--- src/periph_pkg.sv ---
// shared address map, bus widths, enums and structs for the APB peripheral block
package periph_pkg;

  // ------------------------------
  // bus widths
  // ------------------------------
  localparam int unsigned ApbAddrWidth = 32;
  localparam int unsigned ApbDataWidth = 32;
  localparam int unsigned ApbStrbWidth = 4;

  // ------------------------------
  // address map
  // ------------------------------
  localparam logic [31:0] MemBase     = 32'h0000_0000;
  localparam logic [31:0] ClintBase   = 32'h0200_0000;
  localparam logic [31:0] ClintLength = 32'h0001_0000;

  // clint register offsets
  localparam logic [15:0] MsipOff       = 16'h0000;
  localparam logic [15:0] MtimecmpLoOff = 16'h4000;
  localparam logic [15:0] MtimecmpHiOff = 16'h4004;
  localparam logic [15:0] MtimeLoOff    = 16'hBFF8;
  localparam logic [15:0] MtimeHiOff    = 16'hBFFC;

  // positions in the machine interrupt-pending vector
  localparam int unsigned IrqMsipBit = 3;
  localparam int unsigned IrqMtipBit = 7;
  localparam int unsigned IrqMeipBit = 11;

  typedef enum logic [1:0] {
    REGION_MEM,
    REGION_CLINT,
    REGION_ERR
  } region_e;

  typedef enum logic {
    OP_READ,
    OP_WRITE
  } access_op_e;

  // requester side of APB4
  typedef struct packed {
    logic                    psel;
    logic                    penable;
    logic                    pwrite;
    logic [ApbAddrWidth-1:0] paddr;
    logic [ApbDataWidth-1:0] pwdata;
    logic [ApbStrbWidth-1:0] pstrb;
  } apb_req_t;

  // completer side of APB4
  typedef struct packed {
    logic [ApbDataWidth-1:0] prdata;
    logic                    pready;
    logic                    pslverr;
  } apb_rsp_t;

  // decoded request, valid is a single-cycle pulse
  typedef struct packed {
    logic                    valid;
    access_op_e              op;
    region_e                 region;
    logic [15:0]             offset;
    logic [ApbDataWidth-1:0] wdata;
    logic [ApbStrbWidth-1:0] strb;
  } bus_req_t;

  typedef struct packed {
    logic                    valid;
    logic [ApbDataWidth-1:0] rdata;
  } bus_rsp_t;

  // byte-lane merge of write data into an existing word
  function automatic logic [ApbDataWidth-1:0] merge_bytes(
    input logic [ApbDataWidth-1:0] old_word,
    input logic [ApbDataWidth-1:0] new_word,
    input logic [ApbStrbWidth-1:0] strb
  );
    logic [ApbDataWidth-1:0] res;
    res = old_word;
    for (int i = 0; i < ApbStrbWidth; i++) begin
      if (strb[i]) begin
        res[8*i +: 8] = new_word[8*i +: 8];
      end
    end
    return res;
  endfunction

endpackage
--- src/clint_regs.sv ---
// CLINT target with msip, mtimecmp and an rtc-driven mtime, raises soft and timer irqs
`timescale 1ns/1ps

module clint_regs (
  input  logic                  clk_i,
  input  logic                  rst_ni,
  input  logic                  rtc_i,
  input  periph_pkg::bus_req_t  bus_req_i,
  output periph_pkg::bus_rsp_t  bus_rsp_o,
  output logic                  timer_irq_o,
  output logic                  soft_irq_o
);

  logic [1:0]  rtc_sync_q;
  logic        rtc_prev_q;
  logic        rtc_rise;
  logic        msip_q;
  logic [63:0] mtimecmp_q;
  logic [63:0] mtime_q;
  logic        timer_irq_q;
  logic        sel;
  logic        wr_en;
  logic [31:0] cur_word;
  logic [31:0] wr_word;
  logic        valid_q;
  logic [31:0] rdata_q;

  // ------------------------------
  // rtc crossing
  // ------------------------------
  always_ff @(posedge clk_i or negedge rst_ni) begin
    if (!rst_ni) begin
      rtc_sync_q <= '0;
      rtc_prev_q <= 1'b0;
    end else begin
      rtc_sync_q <= {rtc_sync_q[0], rtc_i};
      rtc_prev_q <= rtc_sync_q[1];
    end
  end

  assign rtc_rise = rtc_sync_q[1] && !rtc_prev_q;

  // ------------------------------
  // register access
  // ------------------------------
  assign sel   = bus_req_i.valid && (bus_req_i.region == periph_pkg::REGION_CLINT);
  assign wr_en = sel && (bus_req_i.op == periph_pkg::OP_WRITE);

  always_comb begin
    cur_word = '0;
    case (bus_req_i.offset)
      periph_pkg::MsipOff:       cur_word = {31'b0, msip_q};
      periph_pkg::MtimecmpLoOff: cur_word = mtimecmp_q[31:0];
      periph_pkg::MtimecmpHiOff: cur_word = mtimecmp_q[63:32];
      periph_pkg::MtimeLoOff:    cur_word = mtime_q[31:0];
      periph_pkg::MtimeHiOff:    cur_word = mtime_q[63:32];
      default:                   cur_word = '0;
    endcase
  end

  // partial writes keep the untouched bytes
  assign wr_word = periph_pkg::merge_bytes(cur_word, bus_req_i.wdata, bus_req_i.strb);

  always_ff @(posedge clk_i or negedge rst_ni) begin
    if (!rst_ni) begin
      msip_q     <= 1'b0;
      mtimecmp_q <= '1;
      mtime_q    <= '0;
    end else begin
      if (wr_en && bus_req_i.offset == periph_pkg::MsipOff) begin
        msip_q <= wr_word[0];
      end
      if (wr_en && bus_req_i.offset == periph_pkg::MtimecmpLoOff) begin
        mtimecmp_q[31:0] <= wr_word;
      end
      if (wr_en && bus_req_i.offset == periph_pkg::MtimecmpHiOff) begin
        mtimecmp_q[63:32] <= wr_word;
      end
      // bus write wins over a tick in the same cycle
      if (wr_en && bus_req_i.offset == periph_pkg::MtimeLoOff) begin
        mtime_q[31:0] <= wr_word;
      end else if (wr_en && bus_req_i.offset == periph_pkg::MtimeHiOff) begin
        mtime_q[63:32] <= wr_word;
      end else if (rtc_rise) begin
        mtime_q <= mtime_q + 64'd1;
      end
    end
  end

  // compare registered, follows either register by one cycle
  always_ff @(posedge clk_i or negedge rst_ni) begin
    if (!rst_ni) begin
      timer_irq_q <= 1'b0;
      valid_q     <= 1'b0;
    end else begin
      timer_irq_q <= (mtime_q >= mtimecmp_q);
      valid_q     <= sel;
    end
  end

  always_ff @(posedge clk_i) begin
    if (sel) begin
      rdata_q <= (bus_req_i.op == periph_pkg::OP_READ) ? cur_word : '0;
    end
  end

  assign bus_rsp_o.valid = valid_q;
  assign bus_rsp_o.rdata = rdata_q;
  assign timer_irq_o     = timer_irq_q;
  assign soft_irq_o      = msip_q;

  // an answer lasts one cycle, requests arrive one at a time
  a_rsp_single_cycle: assert property (
    @(posedge clk_i) disable iff (!rst_ni)
    bus_rsp_o.valid |=> !bus_rsp_o.valid
  );

endmodule

--- config.mk ---
export PLATFORM = sky130hd
export DESIGN_NAME = clint_regs
export DESIGN_NICKNAME = d
export VERILOG_FILES = /design/src/periph_pkg.sv /design/src/clint_regs.sv
export SDC_FILE = /design/constraint.sdc
export NUM_CORES = 1
export LEC_CHECK = 0
export ABC_AREA = 1
export BUFFER_PORTS_ARGS = -buffer_cell sky130_fd_sc_hd__buf_2
export CAP_MARGIN = 20
export CELL_PAD_IN_SITES_DETAIL_PLACEMENT = 0
export CELL_PAD_IN_SITES_GLOBAL_PLACEMENT = 1
export CORE_MARGIN = 8
export CORE_UTILIZATION = 48
export DETAILED_ROUTE_END_ITERATION = 7
export PLACE_DENSITY = 0.86
export SYNTH_ARGS = -nofsm -noshare
export SYNTH_HDL_FRONTEND = slang
export SYNTH_SLANG_ARGS = --single-unit
export TNS_END_PERCENT = 100
--- constraint.sdc ---
create_clock -name clk_i -period 3.8 [get_ports clk_i]
set_input_delay 0.57 -clock clk_i [delete_from_list [all_inputs] [get_ports clk_i]]
set_output_delay 0.57 -clock clk_i [all_outputs]
set_load 0.02 [all_outputs]
==> run summary <==
Outcome - completed
Commonest cells post-synth - nand2_1 (517), nand3_1 (368), nor2_1 (199)
Site Rows - 60
TNS Setup - 0 ns
Fin crit period - 2.73 ns
Synth warnings - 0
Mapped Nets - 2060
Max Cap Viol - 0
Worst clock skew - 0.0235 ns
CTS resizes - 0
Arr. time, crit path - 3.12 ns
Core area - 0.0268 mm^2
Mapped Area - 0.0130 mm^2
Unrepaired setup endpoints after global routing - false
Count leader, synth - nand2_1
Number of hold buffers added after cts - 0
Worst setup margin - 1.07 ns
CTS tree - built
Synth top area cells - nand2_1 (15%), nand3_1 (14%), dfrtp_1 (13%), dfstp_2 (13%), edfxtp_1 (7.4%)
VDD IR-drop max - 248 uV
Fin. max-slew vios - 0
DP Worst Slack - 0.726 ns
Nets - 2114
Router iterations before antenna repair - 7
Fraction of registers with async set or reset after synthesis - 0.807
Fill count - 2698
Via/cell ratio - 5.97
Delay-heaviest family, CP - simple AND/OR/NAND/NOR gates
Postcts setup bufs - 0
Chip width - 181 um
Clock-pin slew on the worst setup and hold paths - 0.08 ns
Clock Latency Late Sink - 0.46 ns
Root Driver - clkbuf_16
Post-synth top flop - dfrtp_1
Post-synth EDFFs - 32
Final period util - 0.719
Seq cells post-synth - 166
Relative slew slack - 0.289
Layout cells sized above 1 - 0.135
H-tree levels - 4
CP bufs+invs - 3
Avg WL per Cell - 22.5 um
Area share of the leading cell type in the synthesized netlist - 0.149
Seq/Total Area, Yosys - 0.338
Post-Synthesis Mean Instance Area - 6.71 um^2
Fmax - 366 MHz
Power, Total - 4.79 mW
Critical path class - primary input to flip-flop
Placer congestion estimate - 0.989
Dpl hpwl - 40000 um
Yosys top cell by area - nand2_1
Pleak - 6.90 nW
Min-delay worst type - primary input to flip-flop
Worst slew pin tran - 1.07 ns
Required @ worst endpoint - 4.19 ns
Area Overhead vs Synth - 9.81%
Power Density - 336 mW/mm^2
Cts bufs inserted - 17
CP Max Fanout - 35
Ports - 94
Slowest stage delay, CP - 0.52 ns
Antenna-violating nets left - 0
Final setup fails - 0
Die area - 0.0326 mm^2
ANT cells - 0
Initial DRC Count - 1959
Number of port buffers - 93
Post-synth cell types - 42
Die height - 181 um
Clk sinks - 166
CP most frequent cell - nand3_1
Largest net degree at the start of global routing - 99
Via count - 13993
Initial antenna violation count - 0
Initial Util - 0.485
Post-Route WL - 52800 um
Mapped Cells - 1936
Worst hold slack - 0.228 ns
Final Hold Viols - 0
First-pass GRT wire length - 80700 um
Clk buf depth - 2
Drc violations - 0
Critical Path Source Type - primary input
Grt total ovfl - 0
Worst Setup End Kind - flip-flop
CP max stage cell - inv_1
All-Layer GR Usage - 0.320
Critical-path cell list - buf_2, nand2_1, nor2_1, nand3_2, nor2_4, nand2_4, inv_1, buf_4, nand3_1, nand3_1
Vias in the first global route - 13127
-- cell families after synthesis --
logic type      synth area share
flops                      0.338
fa+ha+maj                 0.0626
xor+xnor                  0.0189
compound gates            0.0811
buf+inv                   0.0875
simple gates               0.412
-- power breakdown --
group	leakage (nW)	internal, mW	switching, mW
logic	4.74	0.249	0.468
registers	1.87	1.92	0.304
clock network	0.291	0.897	0.952
total	6.90	3.07	1.72
-- placed cells by master, fill, tap and decap left out, types with 3 or more instances in the layout --
| cell | count |
|---|---|
| clkinv_8 | 3 |
| ha_1 | 65 |
| a31oi_1 | 3 |
| o21ai_0 | 121 |
| nor2_4 | 11 |
| dfstp_2 | 64 |
| nand2_4 | 4 |
| nand2_2 | 5 |
| nand2_1 | 517 |
| clkbuf_16 | 17 |
| nand3b_1 | 6 |
| nor2_1 | 198 |
| nor3_1 | 10 |
| and2_1 | 6 |
| xnor2_1 | 7 |
| nor2_2 | 5 |
| nor4_1 | 3 |
| edfxtp_1 | 32 |
| buf_2 | 92 |
| inv_2 | 7 |
| inv_8 | 6 |
| nand4_1 | 33 |
| o21ai_1 | 21 |
| nand3_1 | 368 |
| xor2_1 | 21 |
| a21oi_1 | 48 |
| or2_2 | 26 |
| dfrtp_1 | 70 |
| buf_4 | 17 |
| inv_1 | 191 |
-- registers in the layout, indices dropped and copies added, names as in the netlist --
name         flops
mtime_q         64
mtimecmp_q      64
rdata_q         32
rtc_sync_q       2
rtc_prev_q       1
soft_irq_o       1
timer_irq_o      1
valid_q          1
-- per-stage QoR --
step                instances  utilization  cell area [um^2]
floorplan                1936            -             13000
global placement         2312        0.510             13700
detailed placement       2312        0.510             13700
CTS                      2344        0.532             14300
global route             2344        0.532             14300
finish                   2344        0.532             14300
-- metal layers --
metal / GRT usage / vias up / routed length [um]
li1: - / 6477 / -
met1: 0.460 / 6664 / 23200
met2: 0.474 / 776 / 22400
met3: 0.0690 / 76 / 5900
met4: 0.0939 / 0 / 1290
met5: 0 / - / 0
-- final timing paths --
path	startpoint	end	slack, ns	depth (start not counted)
min in group asynchronous	rst_ni	mtime_q[12]	0.24	1
setup reg to reg	mtimecmp_q[59]	timer_irq_o	1.14	10
hold reg to reg	rtc_sync_q[0]	rtc_sync_q[1]	0.36	0
setup / recovery	bus_req_i[40]	mtime_q[17]	1.07	10
hold / removal	rtc_i	rtc_sync_q[0]	0.23	1
max in group asynchronous	rst_ni	mtimecmp_q[49]	2.52	2
-- final cells by class --
cell class	count	area, um^2	share of cell area
clock buffers	17	425	0.0298
flip-flops and latches	166	4390	0.308
inverters	198	743	0.0521
multi-input cells	1495	7460	0.523
clock inverters	15	175	0.0123
repair buffers	112	639	0.0448
well taps	341	427	0.0299
No activity file was read; power rests on OpenSTA's default activity.
