### src/periph_pkg.sv
// shared address map, bus widths, enums and structs for the APB peripheral block
package periph_pkg;

  // ------------------------------
  // bus widths
  // ------------------------------
  localparam int unsigned ApbAddrWidth = 32;
  localparam int unsigned ApbDataWidth = 32;
  localparam int unsigned ApbStrbWidth = 4;

  // ------------------------------
  // address map
  // ------------------------------
  localparam logic [31:0] MemBase     = 32'h0000_0000;
  localparam logic [31:0] ClintBase   = 32'h0200_0000;
  localparam logic [31:0] ClintLength = 32'h0001_0000;

  // clint register offsets
  localparam logic [15:0] MsipOff       = 16'h0000;
  localparam logic [15:0] MtimecmpLoOff = 16'h4000;
  localparam logic [15:0] MtimecmpHiOff = 16'h4004;
  localparam logic [15:0] MtimeLoOff    = 16'hBFF8;
  localparam logic [15:0] MtimeHiOff    = 16'hBFFC;

  // positions in the machine interrupt-pending vector
  localparam int unsigned IrqMsipBit = 3;
  localparam int unsigned IrqMtipBit = 7;
  localparam int unsigned IrqMeipBit = 11;

  typedef enum logic [1:0] {
    REGION_MEM,
    REGION_CLINT,
    REGION_ERR
  } region_e;

  typedef enum logic {
    OP_READ,
    OP_WRITE
  } access_op_e;

  // requester side of APB4
  typedef struct packed {
    logic                    psel;
    logic                    penable;
    logic                    pwrite;
    logic [ApbAddrWidth-1:0] paddr;
    logic [ApbDataWidth-1:0] pwdata;
    logic [ApbStrbWidth-1:0] pstrb;
  } apb_req_t;

  // completer side of APB4
  typedef struct packed {
    logic [ApbDataWidth-1:0] prdata;
    logic                    pready;
    logic                    pslverr;
  } apb_rsp_t;

  // decoded request, valid is a single-cycle pulse
  typedef struct packed {
    logic                    valid;
    access_op_e              op;
    region_e                 region;
    logic [15:0]             offset;
    logic [ApbDataWidth-1:0] wdata;
    logic [ApbStrbWidth-1:0] strb;
  } bus_req_t;

  typedef struct packed {
    logic                    valid;
    logic [ApbDataWidth-1:0] rdata;
  } bus_rsp_t;

  // byte-lane merge of write data into an existing word
  function automatic logic [ApbDataWidth-1:0] merge_bytes(
    input logic [ApbDataWidth-1:0] old_word,
    input logic [ApbDataWidth-1:0] new_word,
    input logic [ApbStrbWidth-1:0] strb
  );
    logic [ApbDataWidth-1:0] res;
    res = old_word;
    for (int i = 0; i < ApbStrbWidth; i++) begin
      if (strb[i]) begin
        res[8*i +: 8] = new_word[8*i +: 8];
      end
    end
    return res;
  endfunction

endpackage
### src/apb_response.sv
// merges target replies and the error path into the APB completer response
`timescale 1ns/1ps

module apb_response (
  input  logic                  clk_i,
  input  logic                  rst_ni,
  input  periph_pkg::bus_req_t  bus_req_i,
  input  periph_pkg::bus_rsp_t  mem_rsp_i,
  input  periph_pkg::bus_rsp_t  clint_rsp_i,
  output periph_pkg::apb_rsp_t  apb_rsp_o,
  output logic                  xfer_done_o
);

  logic err_q;
  logic pready;

  // error region answers in the same slot a target would
  always_ff @(posedge clk_i or negedge rst_ni) begin
    if (!rst_ni) begin
      err_q <= 1'b0;
    end else begin
      err_q <= bus_req_i.valid && (bus_req_i.region == periph_pkg::REGION_ERR);
    end
  end

  assign pready = mem_rsp_i.valid || clint_rsp_i.valid || err_q;

  always_comb begin
    apb_rsp_o.prdata = '0;
    if (mem_rsp_i.valid) begin
      apb_rsp_o.prdata = mem_rsp_i.rdata;
    end else if (clint_rsp_i.valid) begin
      apb_rsp_o.prdata = clint_rsp_i.rdata;
    end
    apb_rsp_o.pready  = pready;
    apb_rsp_o.pslverr = err_q;
  end

  assign xfer_done_o = pready;

  // ------------------------------
  // one pready per request pulse
  // ------------------------------
  a_pready_after_req: assert property (
    @(posedge clk_i) disable iff (!rst_ni)
    bus_req_i.valid |=> pready
  );

  a_pready_single: assert property (
    @(posedge clk_i) disable iff (!rst_ni)
    pready |-> $past(bus_req_i.valid) ##1 !pready
  );

endmodule

### config.mk
export PLATFORM = sky130hd
export DESIGN_NAME = apb_response
export DESIGN_NICKNAME = d
export VERILOG_FILES = /design/src/periph_pkg.sv /design/src/apb_response.sv
export SDC_FILE = /design/constraint.sdc
export NUM_CORES = 1
export LEC_CHECK = 0
export ABC_CLOCK_PERIOD_IN_PS = 1100
export BUFFER_PORTS_ARGS = -buffer_cell sky130_fd_sc_hd__buf_4
export CAP_MARGIN = 20
export CORE_AREA = 2 2 61 63
export CTS_CLUSTER_DIAMETER = 120
export DETAILED_ROUTE_END_ITERATION = 8
export DIE_AREA = 0 0 63 65
export HOLD_SLACK_MARGIN = 0.12
export PLACE_DENSITY_LB_ADDON = 0.1
export SKIP_CTS_REPAIR_TIMING = 1
export SLEW_MARGIN = 40
export SYNTH_ARGS = -nofsm -noshare
export SYNTH_HDL_FRONTEND = slang
export SYNTH_SLANG_ARGS = --single-unit
### constraint.sdc
create_clock -name clk_i -period 1.1 [get_ports clk_i]
set_input_delay 0.055 -clock clk_i [delete_from_list [all_inputs] [get_ports clk_i]]
set_output_delay 0.055 -clock clk_i [all_outputs]
set_load 0.01 [all_outputs]
==> results of run 1 <==
[per-layer routing]
layer  wire, um  part of all wire (%)
met4          0                     0
met3        428                    18
met1        951                    39
met5          0                     0
met2       1050                    43
[power by group]
part           switching, W  internal (W)  total [W]
sequential      0.000000606     0.0000389  0.0000395
clock                     0             0          0
combinational      0.000185      0.000342   0.000527
total              0.000185      0.000381   0.000567
[metrics by stage]
step	utilization [%]	cell area [um2]	hold slack (ns)	cells	power, W
floorplan	-	412	-0.241	48	0.000235
global placement	34.3	1200	-0.169	194	0.000557
detailed placement	34.3	1200	-0.167	194	0.000560
CTS	34.3	1200	-0.167	194	0.000562
global route	35.0	1220	0.226	196	0.000605
finish	35.0	1220	0.207	196	0.000567
[layout make-up]
type	instances	area, um2	share of cell area, %
Multi-Input combinational cell	39	325	26.6
Sequential cell	1	25.0	2.04
Tap cell	48	60.1	4.91
Timing Repair Buffer	108	813	66.5
[logic make-up after synthesis]
logic type             count (synthesis)
buffers and inverters                  9
and+or+nand+nor                        6
DFF                                    1
AOI/OAI and AO/OA                     32
[worst max-delay path by stage]
stage / to / slack (ns) / depth (start not counted)
2_1_floorplan: apb_rsp_o[1] / 0.17 / 2
3_3_place_gp: apb_rsp_o[32] / -0.1 / 4
3_5_place_dp: apb_rsp_o[32] / -0.09 / 4
4_1_cts: apb_rsp_o[32] / -0.09 / 4
5_1_grt: apb_rsp_o[30] / 0.05 / 4
6_report: apb_rsp_o[30] / 0.15 / 4
[synthesized netlist by cell type (all sizes together)]
library cell / instances
a22o: 31
buf: 9
dfrtp: 1
nand2: 3
nor2: 1
nor2b: 1
o21ai: 1
or3: 1
==> results.toml, run 1 <==
[run_status]
status = "completed"

[finish]
final_common_cell = "buf_4"
drive_above_1_share_pct = 73.6
reg_top3 = "err_q: 1 flops"
largest_reg_flops = 1
final_nets = 274
mostFrequentLayoutCells = "buf_4 (107), a22o_1 (31), nand2_1 (3)"
synthToLayoutAreaGrowth_pct = 197
num-fill-cells = 367
regMostFlops = "err_q"
n_antenna_cell = 0

[drt]
vias_per_cell = 4.23
drtIter0Drc = 26
vias = 829
routed_wl_um = 2430
dr.pass1.iters = 4
drc = 0
wire_per_inst_um = 12.4
antenna_left = 0

[timing]
min_period_ns = 0.952
hold_viol = 0
slew_viol_final = 0
rsz0062_at_grt = "no"
slew_headroom_pct = 71.9
setup_tns_ns = 0
fin_crit_sh_pct = 86.5
fmax_ghz = 1.05
tightest_slew_ns = 0.421
setup_viol = 0
layout_setup_ws_ns = 0.148

[global_route]
globalRouteMet1Util_pct = 12.1
met3_usage_pct = 3.47
grt_antenna_before_repair = 0
grt_max_degree = 32
met2_usage_pct = 16.1
grt_pass1_vias = 731
grt-ovfl-total = 0
grt-busiest-layer = "met2"
grt_pass1_wl_um = 3390
grt_usage_pct = 9.45

[synth]
ys_warn_count = 0
yosysTopAreaCellShare_pct = 66.0
yosys.area_share.adder_pct = 0
yosys.area.top_type = "a22o_1"
synthMuxAreaShare_pct = 0
synth_nets = 172
ys_seq_area_share_pct = 6.08
synthSimpleGateAreaFrac_pct = 8.51
synth.area.top_cells = "a22o_1 (66%), buf_6 (11%), dfrtp_1 (6.1%)"
post_synth.cell_area_avg_um2 = 8.58
netlist_area_um2 = 412
ys_ff_latch = 1
synthXorXnorAreaFrac_pct = 0
synth_top_family_by_area = "compound AO/OA/AOI/OAI gates"
synth.distinct_cells = 10
syn_inst = 48
synth-compound-area-share_pct = 67.2

[power_and_ir_drop]
ir_worst_vdd_uv = 250
power_leakage_nw = 0.678
power.density_nw_per_um2 = 463

[place]
place_worst_setup_slack_ns = -0.0872
io_buffers = 105
gp_congestion = 0.640

[worst_setup_path]
worst_path_largest_cell_delay_ns = 0.37
crit_family = "simple AND/OR/NAND/NOR gates"
setup.worst_path.start_class = "input port"
crit_path_max_fanout = 16
path_cells = "buf_4, nor2b_4, a22o_1, buf_4"
cp-end-kind = "output port"
worstPathArrival_ns = 0.90
crit_buf_inv = 2
critPathSlowestCell = "nor2b_4"
worstSetupPathType = "in2out"
startpoint = "mem_rsp_i[32]"
crit_top_cell = "buf_4"
worstPathRequired_ns = 1.04

[hold_path]
min-delay-start = "bus_req_i[52]"
holdPathEnd = "err_q"
holdCritPathClass = "in2reg"
min_delay_path_depth = 2

[die]
die_area_um2 = 4100
placementRows = 22
die_w_um = 63
die_y_um = 65
io_pins = 159
start_util_pct = 11.8
core_um2 = 3500

[clocking]
cts.clk_slew.worst_paths_ns = 0

[run]
drv_cap = 0
(Power assumes the default switching activity.)
==> run 2: changes to the inputs <==
--- a/config.mk
+++ b/config.mk
@@ -13,7 +13,7 @@
 export DETAILED_ROUTE_END_ITERATION = 8
 export DIE_AREA = 0 0 63 65
 export HOLD_SLACK_MARGIN = 0.12
-export PLACE_DENSITY_LB_ADDON = 0.1
+export PLACE_DENSITY = 0.75
 export SKIP_CTS_REPAIR_TIMING = 1
 export SLEW_MARGIN = 40
 export SYNTH_ARGS = -nofsm -noshare
==> results.toml, run 2 (synthesis results as in run 1) <==
[run_status]
status = "completed"

[timing]
setup_viol = 0
min_period_ns = 1.05
slew_viol_final = 0
hold_slack_ns = 0.208
fmax_ghz = 0.955
fin_crit_sh_pct = 95.2
hold_viol = 0
tightest_slew_ns = 0.429
rsz0062_at_grt = "no"
slew_headroom_pct = 71.3

[die]
die_area_um2 = 4100
start_util_pct = 11.8
placementRows = 22
die_y_um = 65
io_pins = 159
die_w_um = 63
core_um2 = 3500

[global_route]
met3_usage_pct = 1.74
grt_pass1_wl_um = 3090
grt-busiest-layer = "met2"
grt-ovfl-total = 0
globalRouteMet1Util_pct = 11.8
grt_antenna_before_repair = 0
grt_pass1_vias = 723
grt_max_degree = 35
grt_usage_pct = 8.90
met2_usage_pct = 15.8

[finish]
largest_reg_flops = 1
final_cells = 195
reg_top3 = "err_q: 1 flops"
multi_input_area_um2 = 325
regMostFlops = "err_q"
drive_above_1_share_pct = 73.5
final_nets = 273
final_common_cell = "buf_4"
num-fill-cells = 384
regArea_um2 = 25.0
mostFrequentLayoutCells = "buf_4 (106), a22o_1 (31), nand2_1 (3)"
synthToLayoutAreaGrowth_pct = 195
n_antenna_cell = 0

[worst_setup_path]
cp-end-kind = "output port"
worstPathRequired_ns = 1.04
crit_buf_inv = 3
worstSetupPathType = "in2out"
worstPathArrival_ns = 0.99
worst_path_largest_cell_delay_ns = 0.39
crit_family = "buffers and inverters"
path_cells = "buf_4, buf_4, or3_1, buf_4"
critPathSlowestCell = "or3_1"
setup.worst_path.start_class = "input port"
crit_top_cell = "buf_4"
crit_path_max_fanout = 34

[hold_path]
holdCritPathClass = "in2reg"

[run]
drv_cap = 0

[clocking]
cts.clk_slew.worst_paths_ns = 0

[power_and_ir_drop]
combPwrFrac_pct = 93.0
power_switching_w = 0.000186
power.density_nw_per_um2 = 464
clkPwrFrac_pct = 0
p_int_w = 0.000379
switching_share_pct = 32.9
ir_worst_vdd_uv = 215
seq_power_share_pct = 7.0
power_leakage_nw = 0.673

[drt]
drc = 0
drtIter0Drc = 18
vias = 818
dr.pass1.iters = 2
vias_per_cell = 4.19
wire_per_inst_um = 12.4
routed_wl_um = 2410
antenna_left = 0

[place]
io_buffers = 105
gp_congestion = 0.702
dp.cells = 193
-- run 2: power groups by stage --
stage | Combinational [W] | Clock (W) | Sequential, W
floorplan | 0.000196 | 0 | 0.0000393
global placement | 0.000515 | 0 | 0.0000394
detailed placement | 0.000520 | 0 | 0.0000395
CTS | 0.000521 | 0 | 0.0000395
global route | 0.000563 | 0 | 0.0000396
finish | 0.000525 | 0 | 0.0000394
-- run 2: final cells by class --
class	instances	area share, %
multi-input cells	39	26.7
repair buffers	107	66.3
flip-flops and latches	1	2.06
well taps	48	4.94
-- run 2: layer usage --
metal	share of wire [%]	wire length (um)	up-vias
met4	0	0	0
li1	-	-	398
met3	13	302	0
met5	0	0	-
met1	40	969	353
met2	47	1140	67
-- run 2: worst paths after layout --
kind	startpoint	depth (start not counted)	to
setup / recovery	mem_rsp_i[32]	4	xfer_done_o
hold / removal	bus_req_i[52]	2	err_q
max in group asynchronous	rst_ni	2	err_q
min in group asynchronous	rst_ni	2	err_q
-- run 2: through the flow --
step	power [W]	area [um2]	util (%)	setup WS (ns)	setup TNS, ns
5_1_grt	0.000603	1220	34.8	0.0179	0
3_3_place_gp	0.000555	1190	34.1	-0.0702	-1.27
3_5_place_dp	0.000559	1190	34.1	-0.0684	-1.37
2_1_floorplan	0.000235	412	-	0.165	0
6_report	0.000565	1220	34.8	0.0533	0
4_1_cts	0.000560	1190	34.1	-0.0703	-1.38
==> run 3: changes to the inputs <==
--- a/config.mk
+++ b/config.mk
@@ -6,14 +6,14 @@
 export NUM_CORES = 1
 export LEC_CHECK = 0
 export ABC_CLOCK_PERIOD_IN_PS = 1100
-export BUFFER_PORTS_ARGS = -buffer_cell sky130_fd_sc_hd__buf_4
 export CAP_MARGIN = 20
 export CORE_AREA = 2 2 61 63
 export CTS_CLUSTER_DIAMETER = 120
 export DETAILED_ROUTE_END_ITERATION = 8
 export DIE_AREA = 0 0 63 65
+export DONT_BUFFER_PORTS = 1
 export HOLD_SLACK_MARGIN = 0.12
-export PLACE_DENSITY = 0.75
+export PLACE_DENSITY = 0.35
 export SKIP_CTS_REPAIR_TIMING = 1
 export SLEW_MARGIN = 40
 export SYNTH_ARGS = -nofsm -noshare
==> results.toml, run 3 (synthesis results as in run 1) <==
[timing]
fin_crit_sh_pct = 81.7
tightest_slew_ns = 0.290
layout_setup_ws_ns = 0.201
setup_tns_ns = 0
min_period_ns = 0.899
hold_viol = 0
slew_headroom_pct = 80.5
setup_viol = 0
fmax_ghz = 1.11
slew_viol_final = 0
rsz0062_at_grt = "no"

[power_and_ir_drop]
power_leakage_nw = 0.159
power.density_nw_per_um2 = 539
ir_worst_vdd_uv = 173

[die]
core_um2 = 3500
start_util_pct = 11.8
io_pins = 159
die_area_um2 = 4100
placementRows = 22
die_w_um = 63
die_y_um = 65

[finish]
mostFrequentLayoutCells = "a22o_1 (31), nand2_1 (3)"
n_antenna_cell = 0
final_common_cell = "a22o_1"
reg_top3 = "err_q: 1 flops"
drive_above_1_share_pct = 4.88
synthToLayoutAreaGrowth_pct = 3.65
largest_reg_flops = 1
final_nets = 167
regMostFlops = "err_q"

[place]
io_buffers = 0
gp_congestion = 0.560
place_worst_setup_slack_ns = 0.190

[worst_setup_path]
setup.worst_path.start_class = "flop"
worstPathRequired_ns = 1.04
worstSetupPathType = "reg2out"
worstPathArrival_ns = 0.84
path_cells = "or3_1"
crit_family = "simple AND/OR/NAND/NOR gates"
crit_buf_inv = 0
cp-end-kind = "output port"
critPathSlowestCell = "or3_1"
crit_path_max_fanout = 2
worst_path_largest_cell_delay_ns = 0.45

[global_route]
grt_usage_pct = 5.48
grt_pass1_vias = 315
grt_pass1_wl_um = 1800
grt_antenna_before_repair = 0
grt_max_degree = 36
grt-ovfl-total = 0

[drt]
wire_per_inst_um = 17.6
routed_wl_um = 1560
drc = 0
drtIter0Drc = 13
vias = 455
antenna_left = 0
dr.pass1.iters = 4
vias_per_cell = 5.11

[clocking]
cts.clk_slew.worst_paths_ns = 0

[hold_path]
holdCritPathClass = "in2reg"

[run_status]
status = "completed"

[run]
drv_cap = 0
-- run 3: final timing paths --
check | startpoint | endpoint | slack, ns | cells past startpoint
worst max-delay path | err_q | apb_rsp_o[1] | 0.20 | 1
worst min-delay path | bus_req_i[52] | err_q | 0.12 | 1
max in group asynchronous | rst_ni | err_q | 0.73 | 1
min in group asynchronous | rst_ni | err_q | 0.27 | 1
-- run 3: cell type report --
class | count | area (um2)
repair buffers | 2 | 30.0
multi-input cells | 38 | 312
well taps | 48 | 60.1
fillers | 407 | 3070
flip-flops and latches | 1 | 25.0
-- run 3: per-layer routing --
layer / vias up / global-route usage (%) / part of all wire, %
met1: 199 / 6.88 / 37
li1: 187 / - / -
met4: 0 / 0 / 0.13
met3: 2 / 1.04 / 17
met2: 67 / 10.2 / 46
met5: - / 0 / 0
-- run 3: report_power, final --
part | total (W) | internal (W) | switching (W)
logic | 0.000190 | 0.0000828 | 0.000107
registers | 0.0000405 | 0.0000389 | 0.00000160
clock network | 0 | 0 | 0
total | 0.000230 | 0.000122 | 0.000108
-- run 3: stage by stage --
step / std cells / instance area [um2] / hold slack [ns] / util, % / power, W
after floorplan: 48 / 412 / -0.241 / - / 0.000235
after global placement: 88 / 417 / -0.241 / 11.9 / 0.000231
after detailed placement: 88 / 417 / -0.241 / 11.9 / 0.000230
after CTS: 88 / 417 / -0.241 / 11.9 / 0.000231
after global routing: 89 / 427 / 0.127 / 12.2 / 0.000242
final: 89 / 427 / 0.122 / 12.2 / 0.000230
