===== src/periph_pkg.sv =====
// shared address map, bus widths, enums and structs for the APB peripheral block
package periph_pkg;

  // ------------------------------
  // bus widths
  // ------------------------------
  localparam int unsigned ApbAddrWidth = 32;
  localparam int unsigned ApbDataWidth = 32;
  localparam int unsigned ApbStrbWidth = 4;

  // ------------------------------
  // address map
  // ------------------------------
  localparam logic [31:0] MemBase     = 32'h0000_0000;
  localparam logic [31:0] ClintBase   = 32'h0200_0000;
  localparam logic [31:0] ClintLength = 32'h0001_0000;

  // clint register offsets
  localparam logic [15:0] MsipOff       = 16'h0000;
  localparam logic [15:0] MtimecmpLoOff = 16'h4000;
  localparam logic [15:0] MtimecmpHiOff = 16'h4004;
  localparam logic [15:0] MtimeLoOff    = 16'hBFF8;
  localparam logic [15:0] MtimeHiOff    = 16'hBFFC;

  // positions in the machine interrupt-pending vector
  localparam int unsigned IrqMsipBit = 3;
  localparam int unsigned IrqMtipBit = 7;
  localparam int unsigned IrqMeipBit = 11;

  typedef enum logic [1:0] {
    REGION_MEM,
    REGION_CLINT,
    REGION_ERR
  } region_e;

  typedef enum logic {
    OP_READ,
    OP_WRITE
  } access_op_e;

  // requester side of APB4
  typedef struct packed {
    logic                    psel;
    logic                    penable;
    logic                    pwrite;
    logic [ApbAddrWidth-1:0] paddr;
    logic [ApbDataWidth-1:0] pwdata;
    logic [ApbStrbWidth-1:0] pstrb;
  } apb_req_t;

  // completer side of APB4
  typedef struct packed {
    logic [ApbDataWidth-1:0] prdata;
    logic                    pready;
    logic                    pslverr;
  } apb_rsp_t;

  // decoded request, valid is a single-cycle pulse
  typedef struct packed {
    logic                    valid;
    access_op_e              op;
    region_e                 region;
    logic [15:0]             offset;
    logic [ApbDataWidth-1:0] wdata;
    logic [ApbStrbWidth-1:0] strb;
  } bus_req_t;

  typedef struct packed {
    logic                    valid;
    logic [ApbDataWidth-1:0] rdata;
  } bus_rsp_t;

  // byte-lane merge of write data into an existing word
  function automatic logic [ApbDataWidth-1:0] merge_bytes(
    input logic [ApbDataWidth-1:0] old_word,
    input logic [ApbDataWidth-1:0] new_word,
    input logic [ApbStrbWidth-1:0] strb
  );
    logic [ApbDataWidth-1:0] res;
    res = old_word;
    for (int i = 0; i < ApbStrbWidth; i++) begin
      if (strb[i]) begin
        res[8*i +: 8] = new_word[8*i +: 8];
      end
    end
    return res;
  endfunction

endpackage

===== src/apb_decode.sv =====
// tracks APB phases and turns each transfer into one decoded request pulse
`timescale 1ns/1ps

module apb_decode #(
  parameter int unsigned MemWords = 256
) (
  input  logic                  clk_i,
  input  logic                  rst_ni,
  input  periph_pkg::apb_req_t  apb_req_i,
  input  logic                  xfer_done_i,
  output periph_pkg::bus_req_t  bus_req_o
);

  localparam logic [31:0] MemBytes = 32'(MemWords) * 32'd4;

  typedef enum logic [1:0] {
    IDLE,
    ISSUED,
    WAIT_DONE
  } state_e;

  state_e               state_q, state_d;
  periph_pkg::bus_req_t dec_req;
  periph_pkg::bus_req_t req_q;
  logic [31:0]          rel_addr;
  logic                 capture;

  // ------------------------------
  // address decode
  // ------------------------------
  always_comb begin
    dec_req        = '0;
    dec_req.valid  = 1'b1;
    dec_req.op     = apb_req_i.pwrite ? periph_pkg::OP_WRITE : periph_pkg::OP_READ;
    dec_req.wdata  = apb_req_i.pwdata;
    // strobes only mean something on writes
    dec_req.strb   = apb_req_i.pwrite ? apb_req_i.pstrb : '0;
    rel_addr       = '0;
    dec_req.region = periph_pkg::REGION_ERR;
    if (apb_req_i.paddr[1:0] != 2'b00) begin
      dec_req.region = periph_pkg::REGION_ERR;
    end else if (apb_req_i.paddr < periph_pkg::MemBase + MemBytes) begin
      dec_req.region = periph_pkg::REGION_MEM;
      rel_addr       = apb_req_i.paddr - periph_pkg::MemBase;
    end else if (apb_req_i.paddr >= periph_pkg::ClintBase &&
                 apb_req_i.paddr < periph_pkg::ClintBase + periph_pkg::ClintLength) begin
      dec_req.region = periph_pkg::REGION_CLINT;
      rel_addr       = apb_req_i.paddr - periph_pkg::ClintBase;
    end
    dec_req.offset = rel_addr[15:0];
  end

  // ------------------------------
  // phase FSM
  // ------------------------------
  // setup phase is latched so the pulse lands in the first access cycle
  assign capture = (state_q == IDLE) && apb_req_i.psel && !apb_req_i.penable;

  always_comb begin
    state_d = state_q;
    unique case (state_q)
      IDLE:      if (capture) state_d = ISSUED;
      ISSUED:    state_d = WAIT_DONE;
      WAIT_DONE: if (xfer_done_i) state_d = IDLE;
      default:   state_d = IDLE;
    endcase
  end

  always_ff @(posedge clk_i or negedge rst_ni) begin
    if (!rst_ni) begin
      state_q <= IDLE;
    end else begin
      state_q <= state_d;
    end
  end

  always_ff @(posedge clk_i) begin
    if (capture) begin
      req_q <= dec_req;
    end
  end

  always_comb begin
    bus_req_o       = req_q;
    bus_req_o.valid = (state_q == ISSUED);
  end

  // requester protocol check
  a_penable_needs_psel: assert property (
    @(posedge clk_i) disable iff (!rst_ni)
    apb_req_i.penable |-> apb_req_i.psel
  );

endmodule


===== config.mk =====
export PLATFORM = sky130hd
export DESIGN_NAME = apb_decode
export DESIGN_NICKNAME = d
export VERILOG_FILES = /design/src/periph_pkg.sv /design/src/apb_decode.sv
export SDC_FILE = /design/constraint.sdc
export NUM_CORES = 1
export LEC_CHECK = 0
export ABC_AREA = 1
export BUFFER_PORTS_ARGS = -buffer_cell sky130_fd_sc_hd__clkbuf_2
export CAP_MARGIN = 20
export CORE_MARGIN = 8
export CORE_UTILIZATION = 45
export DETAILED_ROUTE_END_ITERATION = 8
export HOLD_SLACK_MARGIN = 0.08
export PLACE_DENSITY = 0.85
export SLEW_MARGIN = 10
export SYNTH_ARGS = -nofsm -noshare
export SYNTH_HDL_FRONTEND = slang
export SYNTH_SLANG_ARGS = --single-unit

===== constraint.sdc =====
create_clock -name clk_i -period 14 [get_ports clk_i]
set_clock_uncertainty 0.15 [all_clocks]
set_input_delay 0.7 -clock clk_i [delete_from_list [all_inputs] [get_ports clk_i]]
set_output_delay 0.7 -clock clk_i [all_outputs]
set_load 0.01 [all_outputs]

==> results of run 1 <==
registers in the layout (all words and copies together) (netlist names):
name       cells
bus_req_o     55
state_q        2
cells in the mapped netlist (all sizes together):
| cell type | instances | area, um2 |
|---|---|---|
| and2 | 2 | 12.51 |
| buf | 2 | 18.77 |
| conb | 1 | 3.750 |
| dfrtp | 2 | 50.05 |
| edfxtp | 55 | 1652 |
| inv | 20 | 75.07 |
| nand2 | 15 | 58.81 |
| nand4 | 1 | 6.260 |
| nor2 | 28 | 132.6 |
| nor3 | 3 | 15.01 |
| o21bai | 1 | 7.510 |
layer usage:
metal	GRT usage	vias up	share of wire	wire [um]
li1	-	713	-	-
met1	0.1490	668	0.35	1756
met2	0.2369	109	0.49	2412
met3	0.09570	8	0.14	715
met4	0.06869	0	0.016	79
met5	0	-	0	0
path summary, 6_finish.rpt:
path                       depth (start not counted)  slack (ps)                       to
max                                                2       12070            bus_req_o[55]
min                                                1         370   state_q[0]$_DFFE_PN0P_
max reg2reg                                        4       12250  bus_req_o[23]$_DFFE_PP_
min reg2reg                                        1         370   state_q[0]$_DFFE_PN0P_
max in group asynchronous                          2       13050   state_q[1]$_DFFE_PN0P_
min in group asynchronous                          2         560   state_q[0]$_DFFE_PN0P_
power by group through the flow:
stage / clock network [mW] / registers (mW) / logic [mW]
2_1_floorplan: 0 / 0.209 / 0.00752
3_3_place_gp: 0 / 0.204 / 0.0313
3_5_place_dp: 0 / 0.204 / 0.0322
4_1_cts: 0.134 / 0.201 / 0.0326
5_1_grt: 0.143 / 0.201 / 0.0353
6_report: 0.130 / 0.201 / 0.0319
kinds of logic (layout without fill, tap and decap cells):
logic type	Yosys count	in the layout	synth area share
AOI/OAI and AO/OA	1	1	0.003696
other	1	2	0.001846
and+or+nand+nor	49	49	0.1108
buffers and inverters	22	167	0.04618
DFF	57	57	0.8374
what timing repair did:
| item | 4_1_cts | 5_1_grt |
|---|---|---|
| endpoints found under the setup margin | 0 | 0 |
| hold buffers | 1 | 0 |
| hold endpoints to repair | 2 | 0 |
per-stage QoR:
stage               hold WS [ps]  setup slack, ps    util
floorplan                  254.4             8813       -
global placement           334.8            11960  0.6293
detailed placement         336.2            11930  0.6293
CTS                        370.4            12050  0.6716
global route               372.5            11980  0.6716
finish                     368.0            12070  0.6716
cell type report:
cell class / count / share of cell area
Clock inverter: 3 / 0.005135
Timing Repair Buffer: 131 / 0.2268
Tap cell: 52 / 0.02225
Inverter: 20 / 0.02567
Multi-Input combinational cell: 52 / 0.08387
Sequential cell: 57 / 0.5819
Clock buffer: 13 / 0.05434
==> flow_summary.yaml, run 1 <==
status:
  outcome: "completed"
sta:
  finalCriticalPeriod_ps: 1930
  worstMarginPinSlew_ps: 658.6
  slew_violations: 0
  setup_viol: 0
  finalCritPeriodShare: 0.1378
  max_freq_mhz: 518.2
  tns_ps: 0
  slew_headroom: 0.5609
  rsz0062_at_grt: "no"
  hold_viol_final: 0
placement:
  placed_cells: 311
  place_area_um2: 2740
  hpwl_mm: 4.047
  numPortBuffers: 129
  gp_congestion: 0.7470
clocking:
  cts.sinks: 57
  numCtsBuffers: 9
  clk_pin_slew_ps: 60
  cts_tree: "done"
  cts_setup_buffers: 0
  root_buffer: "clkbuf_8"
  cts_buffer_depth: 2
  cts_resized: 0
  htreeDepth: 3
  clk_latency_ps: 320
critical_path:
  crit_path_cell_trace: "nor2_1, clkbuf_2"
  crit_required_ps: 13150
  critPathLaunchType: "flop"
  critPathMaxFanout: 4
  crit_family: "flip-flops"
  worstPathArrival_ps: 1080
  max_stage_delay_ps: 420
  cp_slowest_cell: "dfrtp_1"
  r2r_start: "state_q[0]$_DFFE_PN0P_"
  critPathBufInv: 1
  cp-end-kind: "primary output"
  crit_start: "state_q[1]$_DFFE_PN0P_"
  critPathKind: "flop to primary output"
global_route:
  grt_pass1_wl_mm: 7.962
  antenna_found_initial: 0
  overflow: 0
  grt_max_degree: 56
  grt_pass1_vias: 1627
  track_usage: 0.1490
route:
  wirelength_mm: 4.963
  wl_per_cell_um: 15.13
  vias: 1498
  antenna_left: 0
  drc: 0
  drt-initial-drc-count: 93
  first_pass_iters: 6
  viasPerCell: 4.567
die:
  ioPinCount: 130
  fp.coreArea_um2: 4354
  die_area_um2: 6921
  num_rows: 24
  start_util: 0.4667
  fp.dieW_um: 83.20
  die_h_um: 83.20
cells_and_area:
  drive_gt1_frac: 0.5616
  fin_cells: 328
  final_area_um2: 2924
  layout_common_cells: "clkbuf_2 (129), edfxtp_1 (55), inv_1 (20)"
  multi_input_area_um2: 245.2
  n_fill_cell: 319
  layout_commonest_cell: "clkbuf_2"
  fin_nets: 345
  n_antenna_cell: 0
  final-seq-area_um2: 1702
  syn2layout_area_growth_pct: 43.90
synth:
  synthesis.area_um2: 2032
  seq_area_frac_synth: 0.8374
  synthCells: 130
  synth_warnings: 0
  yosysUniqueCellTypes: 15
  synth-seq-cells: 57
  synth_area_per_cell_um2: 15.63
pwr:
  seqPwrFrac: 0.553
  swShare: 0.2141
  internal_power_uw: 285.1
  power_frac_clock: 0.359
  peakVddDrop_mv: 0.05416
  p_per_area_nw_per_um2: 124.1
  finalPower_uw: 362.7
  switching_power_uw: 77.67
  total_leakage_power_nw: 1.385
  pwr-share-comb: 0.088
worst_hold_path:
  hold_start: "state_q[1]$_DFFE_PN0P_"
  hp-class: "flop to flop"
job:
  drv_cap: 0
No activity file was read; power rests on OpenSTA's default activity.
==> inputs of run 2 (changes only) <==
--- a/config.mk
+++ b/config.mk
@@ -9,10 +9,10 @@
 export BUFFER_PORTS_ARGS = -buffer_cell sky130_fd_sc_hd__clkbuf_2
 export CAP_MARGIN = 20
 export CORE_MARGIN = 8
-export CORE_UTILIZATION = 45
+export CORE_UTILIZATION = 42
 export DETAILED_ROUTE_END_ITERATION = 8
 export HOLD_SLACK_MARGIN = 0.08
-export PLACE_DENSITY = 0.85
+export PLACE_DENSITY = 0.8
 export SLEW_MARGIN = 10
 export SYNTH_ARGS = -nofsm -noshare
 export SYNTH_HDL_FRONTEND = slang
==> constraint.sdc (replaced) <==
create_clock -name clk_i -period 1.9 [get_ports clk_i]
set_clock_uncertainty 0.15 [all_clocks]
set_input_delay 0.095 -clock clk_i [delete_from_list [all_inputs] [get_ports clk_i]]
set_output_delay 0.095 -clock clk_i [all_outputs]
set_load 0.01 [all_outputs]
==> flow_summary.yaml, run 2 (synthesis gave the netlist of run 1 again) <==
pwr:
  peakVddDrop_mv: 0.5370
  finalPower_mw: 3.158
  p_per_area_nw_per_um2: 877.0
  total_leakage_power_nw: 1.653
die:
  num_rows: 25
  start_util: 0.4331
  die_h_um: 85.56
  fp.coreArea_um2: 4692
  die_area_um2: 7320
  fp.dieW_um: 85.56
  ioPinCount: 130
status:
  outcome: "completed"
route:
  viasPerCell: 4.459
  drc: 0
  first_pass_iters: 4
  antenna_left: 0
  drt-initial-drc-count: 71
  wl_per_cell_um: 16.57
  vias: 1739
  wirelength_mm: 6.464
placement:
  numPortBuffers: 129
  gp_congestion: 0.7654
  hpwl_mm: 3.790
  placed_cells: 313
sta:
  tns_ps: 0
  setup_viol: 0
  slew_violations: 0
  hold_viol_final: 0
  max_freq_mhz: 588.5
  rsz0062_at_grt: "no"
  finalCritPeriodShare: 0.8943
  finalCriticalPeriod_ps: 1699
  whs_ps: 165.3
cells_and_area:
  fin_cells: 390
  layout_common_cells: "clkbuf_2 (129), dlygate4sd3_1 (60), edfxtp_1 (55)"
  syn2layout_area_growth_pct: 77.22
  layout_commonest_cell: "clkbuf_2"
  utilization: 0.7675
  fin_nets: 404
  largest_register_ffs: 55
  n_fill_cell: 279
  drive_gt1_frac: 0.4687
clocking:
  clk_pin_slew_ps: 60
  cts.sinks: 57
  cts_tree: "done"
  root_buffer: "clkbuf_8"
  htreeDepth: 3
  clk_latency_ps: 320
  cts_buffer_depth: 2
  numCtsBuffers: 9
critical_path:
  worstPathArrival_ps: 1680
  r2r_start: "state_q[0]$_DFFE_PN0P_"
  crit_start: "apb_req_i[36]"
  critPathKind: "primary input to flop"
  critPathMaxFanout: 2
  reg2regPathDepth: 4
  crit_required_ps: 1880
  cp-end-kind: "flop"
  rrSetupSlack_ps: 440
  critPathLaunchType: "primary input"
  r2r-end: "bus_req_o[24]$_DFFE_PP_"
  crit_path_end: "bus_req_o[52]$_SDFFCE_PP0P_"
worst_hold_path:
  hold_depth: 5
  hp-class: "primary input to flop"
global_route:
  antenna_found_initial: 0
  grt_max_degree: 56
  track_usage: 0.1804
  grt_pass1_wl_mm: 9.908
  overflow: 0
  grt_pass1_vias: 1943
job:
  drv_cap: 0
run 2: cell types whose count changed in the layout (fill, tap and decap cells not counted), sizes merged:
cell / delta
clkinvlp: +1
clkbuf: -3
diode: +1
bufinv: +3
clkinv: -1
dlygate4sd3: +59
run 2: final cells by class:
type	instances	area, um2	share of cell area
flip-flops and latches	57	1702	0.4726
well taps	54	67.56	0.01876
repair buffers	190	1266	0.3516
diodes	1	2.502	0.0006949
multi-input cells	52	254.0	0.07054
clock inverters	6	106.4	0.02953
inverters	20	75.07	0.02085
clock buffers	10	127.6	0.03544
run 2: what timing repair did:
item                                   CTS  global route
hold buffers                            60             0
setup endpoints to repair                0             0
setup buffers                            0             0
gates resized for setup                  0             0
endpoints found under the hold margin   56             0
run 2: critical path, stage by stage:
cell,delay (ps)
dlygate4sd3_1,540
clkbuf_2,100
nor2_1,80
nand2_1,60
dlygate4sd3_1,560
nor3_1,250
run 2: routing by layer:
metal | track usage | wire, um | vias up
met1 | 0.1775 | 2368 | 781
met5 | 0 | 0 | -
met3 | 0.09933 | 796 | 14
met4 | 0.08280 | 148 | 0
met2 | 0.3039 | 3151 | 112
li1 | - | - | 832
run 2: stage by stage:
stage | area, um2 | setup WS (ps)
6_report | 3601 | 200.8
3_3_place_gp | 2764 | 484.2
3_5_place_dp | 2764 | 446.8
2_1_floorplan | 2049 | -469.0
4_1_cts | 3598 | 216.9
5_1_grt | 3598 | 133.5
run 2: worst min path at each step:
stage / from / to / slack [ps]
2_1_floorplan: rst_ni / state_q[0]$_DFFE_PN0P_ / -350
4_1_cts: apb_req_i[59] / bus_req_o[52]$_SDFFCE_PP0P_ / 130
5_1_grt: apb_req_i[56] / bus_req_o[52]$_SDFFCE_PP0P_ / 170
3_3_place_gp: rst_ni / state_q[1]$_DFFE_PN0P_ / -270
3_5_place_dp: rst_ni / state_q[0]$_DFFE_PN0P_ / -270
6_report: apb_req_i[59] / bus_req_o[52]$_SDFFCE_PP0P_ / 170
run 2: power by group:
| part | switching, mW | internal [mW] |
|---|---|---|
| logic | 0.161 | 0.189 |
| clock network | 0.462 | 0.865 |
| registers | 0.0243 | 1.46 |
| total | 0.648 | 2.51 |
==> inputs of run 3 (changes only) <==
--- a/config.mk
+++ b/config.mk
@@ -5,14 +5,13 @@
 export SDC_FILE = /design/constraint.sdc
 export NUM_CORES = 1
 export LEC_CHECK = 0
-export ABC_AREA = 1
 export BUFFER_PORTS_ARGS = -buffer_cell sky130_fd_sc_hd__clkbuf_2
 export CAP_MARGIN = 20
 export CORE_MARGIN = 8
 export CORE_UTILIZATION = 42
 export DETAILED_ROUTE_END_ITERATION = 8
 export HOLD_SLACK_MARGIN = 0.08
-export PLACE_DENSITY = 0.8
+export PLACE_DENSITY = 0.81
 export SLEW_MARGIN = 10
 export SYNTH_ARGS = -nofsm -noshare
 export SYNTH_HDL_FRONTEND = slang
==> flow_summary.yaml, run 3 <==
worst_hold_path:
  hold_end: "bus_req_o[53]$_SDFFCE_PP1P_"
  hold_start: "apb_req_i[58]"
  hp-class: "primary input to flop"
  hold_depth: 4
route:
  antenna_left: 0
  vias: 1812
  drc: 0
  wirelength_mm: 7.168
  wl_per_cell_um: 19.11
  drt-initial-drc-count: 99
  viasPerCell: 4.832
  first_pass_iters: 4
die:
  fp.dieW_um: 85.43
  die_h_um: 85.43
  die_area_um2: 7297
  num_rows: 25
  fp.coreArea_um2: 4692
  start_util: 0.4315
  ioPinCount: 130
placement:
  pre_cts_ws_ps: 305.9
  hpwl_mm: 4.134
  numPortBuffers: 129
  gp_congestion: 0.7584
sta:
  setup_viol: 0
  max_freq_mhz: 579.1
  hold_viol_final: 0
  fin_ws_ps: 173.3
  rsz0062_at_grt: "no"
  finalCriticalPeriod_ps: 1727
  finalCritPeriodShare: 0.9088
  slew_violations: 0
global_route:
  track_usage: 0.1995
  grt_pass1_vias: 1966
  grt_pass1_wl_mm: 10.83
  antenna_found_initial: 0
  grt_max_degree: 42
  overflow: 0
critical_path:
  critPathBufInv: 2
  crit_path_cell_trace: "dlygate4sd3_1, clkbuf_2, nor4_1, a21oi_2, or3_1"
  worstPathArrival_ps: 1630
  crit_family: "simple AND/OR/NAND/NOR gates"
  crit_start: "apb_req_i[50]"
  crit_required_ps: 1800
  rrSetupSlack_ps: 270
  cp_slowest_cell: "dlygate4sd3_1"
  critPathLaunchType: "primary input"
  r2r_start: "state_q[0]$_DFFE_PN0P_"
  max_stage_delay_ps: 540
  reg2regPathDepth: 2
  critPathMaxFanout: 9
  r2r-end: "state_q[0]$_DFFE_PN0P_"
  critPathKind: "primary input to flop"
  cp-end-kind: "flop"
cells_and_area:
  drive_gt1_frac: 0.4781
  multi_input_area_um2: 310.3
  layout_commonest_cell: "clkbuf_2"
  fin_nets: 389
  final-seq-area_um2: 1702
  layout_common_cells: "clkbuf_2 (129), dlygate4sd3_1 (70), edfxtp_1 (55)"
  n_fill_cell: 279
  utilization: 0.7736
  largest_register_ffs: 55
  syn2layout_area_growth_pct: 79.30
synth:
  synth_edf_count: 55
  synth_warnings: 0
  seq_area_frac_synth: 0.8405
  synth-seq-cells: 57
  yosys.area.top_type_share: 0.8158
  synthFlopType: "edfxtp_1"
  synth.area.top_cells: "edfxtp_1 (82%), nor4b_1 (3.0%), dfrtp_1 (2.5%), nor4b_2 (2.2%), nor3_1 (2.0%)"
  synth_top_area_cell: "edfxtp_1"
  yosysUniqueCellTypes: 22
  synth_area_per_cell_um2: 19.47
  async_flop_share: 0.03509
  yosysMostFrequentCell: "edfxtp_1"
  synthesis.area_um2: 2024
  synthCells: 104
  ys_top_cells_by_count: "edfxtp_1 (55), nor3_1 (8), nand2_1 (7), nor4b_1 (7), and2_1 (4)"
clocking:
  clk_latency_ps: 310
  cts_buffer_depth: 2
  cts.sinks: 57
  root_buffer: "clkbuf_8"
  numCtsBuffers: 9
  cts_setup_buffers: 0
  htreeDepth: 3
  cts_tree: "done"
  clk_pin_slew_ps: 60
pwr:
  total_leakage_power_nw: 1.534
  peakVddDrop_mv: 0.3970
  p_per_area_nw_per_um2: 759.2
status:
  outcome: "completed"
job:
  drv_cap: 0
==> run 3: per-stage QoR <==
stage	TNS [ps]	power, mW	instance area (um2)	hold slack [ps]	cells
floorplan	-52540	1.593	2043	-350.6	105
global placement	0	1.737	2771	-266.2	288
detailed placement	0	1.747	2771	-264.4	288
CTS	0	2.744	3627	103.0	374
global route	0	2.877	3627	140.6	374
finish	0	2.756	3630	114.8	375
==> run 3: kinds of logic (layout without fill, tap and decap cells) <==
logic type / count (synthesis) / in the layout / synth area share
AOI/OAI and AO/OA: 1 / 1 / 0.004327
buffers and inverters: 5 / 220 / 0.01545
DFF: 57 / 57 / 0.8405
other: 1 / 3 / 0.001852
and+or+nand+nor: 40 / 40 / 0.1378
==> run 3: area by class of cell <==
type | count | share of cell area
Sequential cell | 57 | 0.4688
Antenna cell | 1 | 0.0006894
Clock buffer | 12 | 0.03723
Multi-Input combinational cell | 43 | 0.08549
Clock inverter | 4 | 0.005515
Tap cell | 54 | 0.01861
Timing Repair Buffer | 203 | 0.3826
Inverter | 1 | 0.001034
==> run 3: worst max-delay path by stage <==
stage | end | slack (ps) | cells after the start
2_1_floorplan | bus_req_o[0]$_SDFFCE_PN0P_ | -960 | 1
3_3_place_gp | bus_req_o[39]$_SDFFCE_PP0P_ | 400 | 5
3_5_place_dp | bus_req_o[39]$_SDFFCE_PP0P_ | 310 | 5
4_1_cts | bus_req_o[53]$_SDFFCE_PP1P_ | 180 | 5
5_1_grt | bus_req_o[53]$_SDFFCE_PP1P_ | 80 | 5
6_report | bus_req_o[53]$_SDFFCE_PP1P_ | 170 | 5
==> run 3: repair_timing <==
item / CTS / global route
setup endpoints to repair: 0 / 0
hold endpoints to repair: 57 / 0
hold buffers: 70 / 0
gates resized for setup: 0 / 0
==> run 3: worst register-to-register path: stages, from the launching register on <==
cell	delay (ps)
dfrtp_1	430
nor4b_1	360
dlygate4sd3_1	620
==> run 3: power by group <==
part           switching [mW]  internal, mW
Clock                   0.441         0.463
Sequential             0.0259          1.45
Combinational           0.163         0.209
==> run 3: metal layers <==
metal	wire [um]	vias to the layer above	part of all wire	global-route usage
met5	0	-	0	0
met4	157	0	0.022	0.1019
met3	692	16	0.097	0.06950
met2	3770	126	0.53	0.3604
met1	2548	840	0.36	0.1963
li1	-	830	-	-
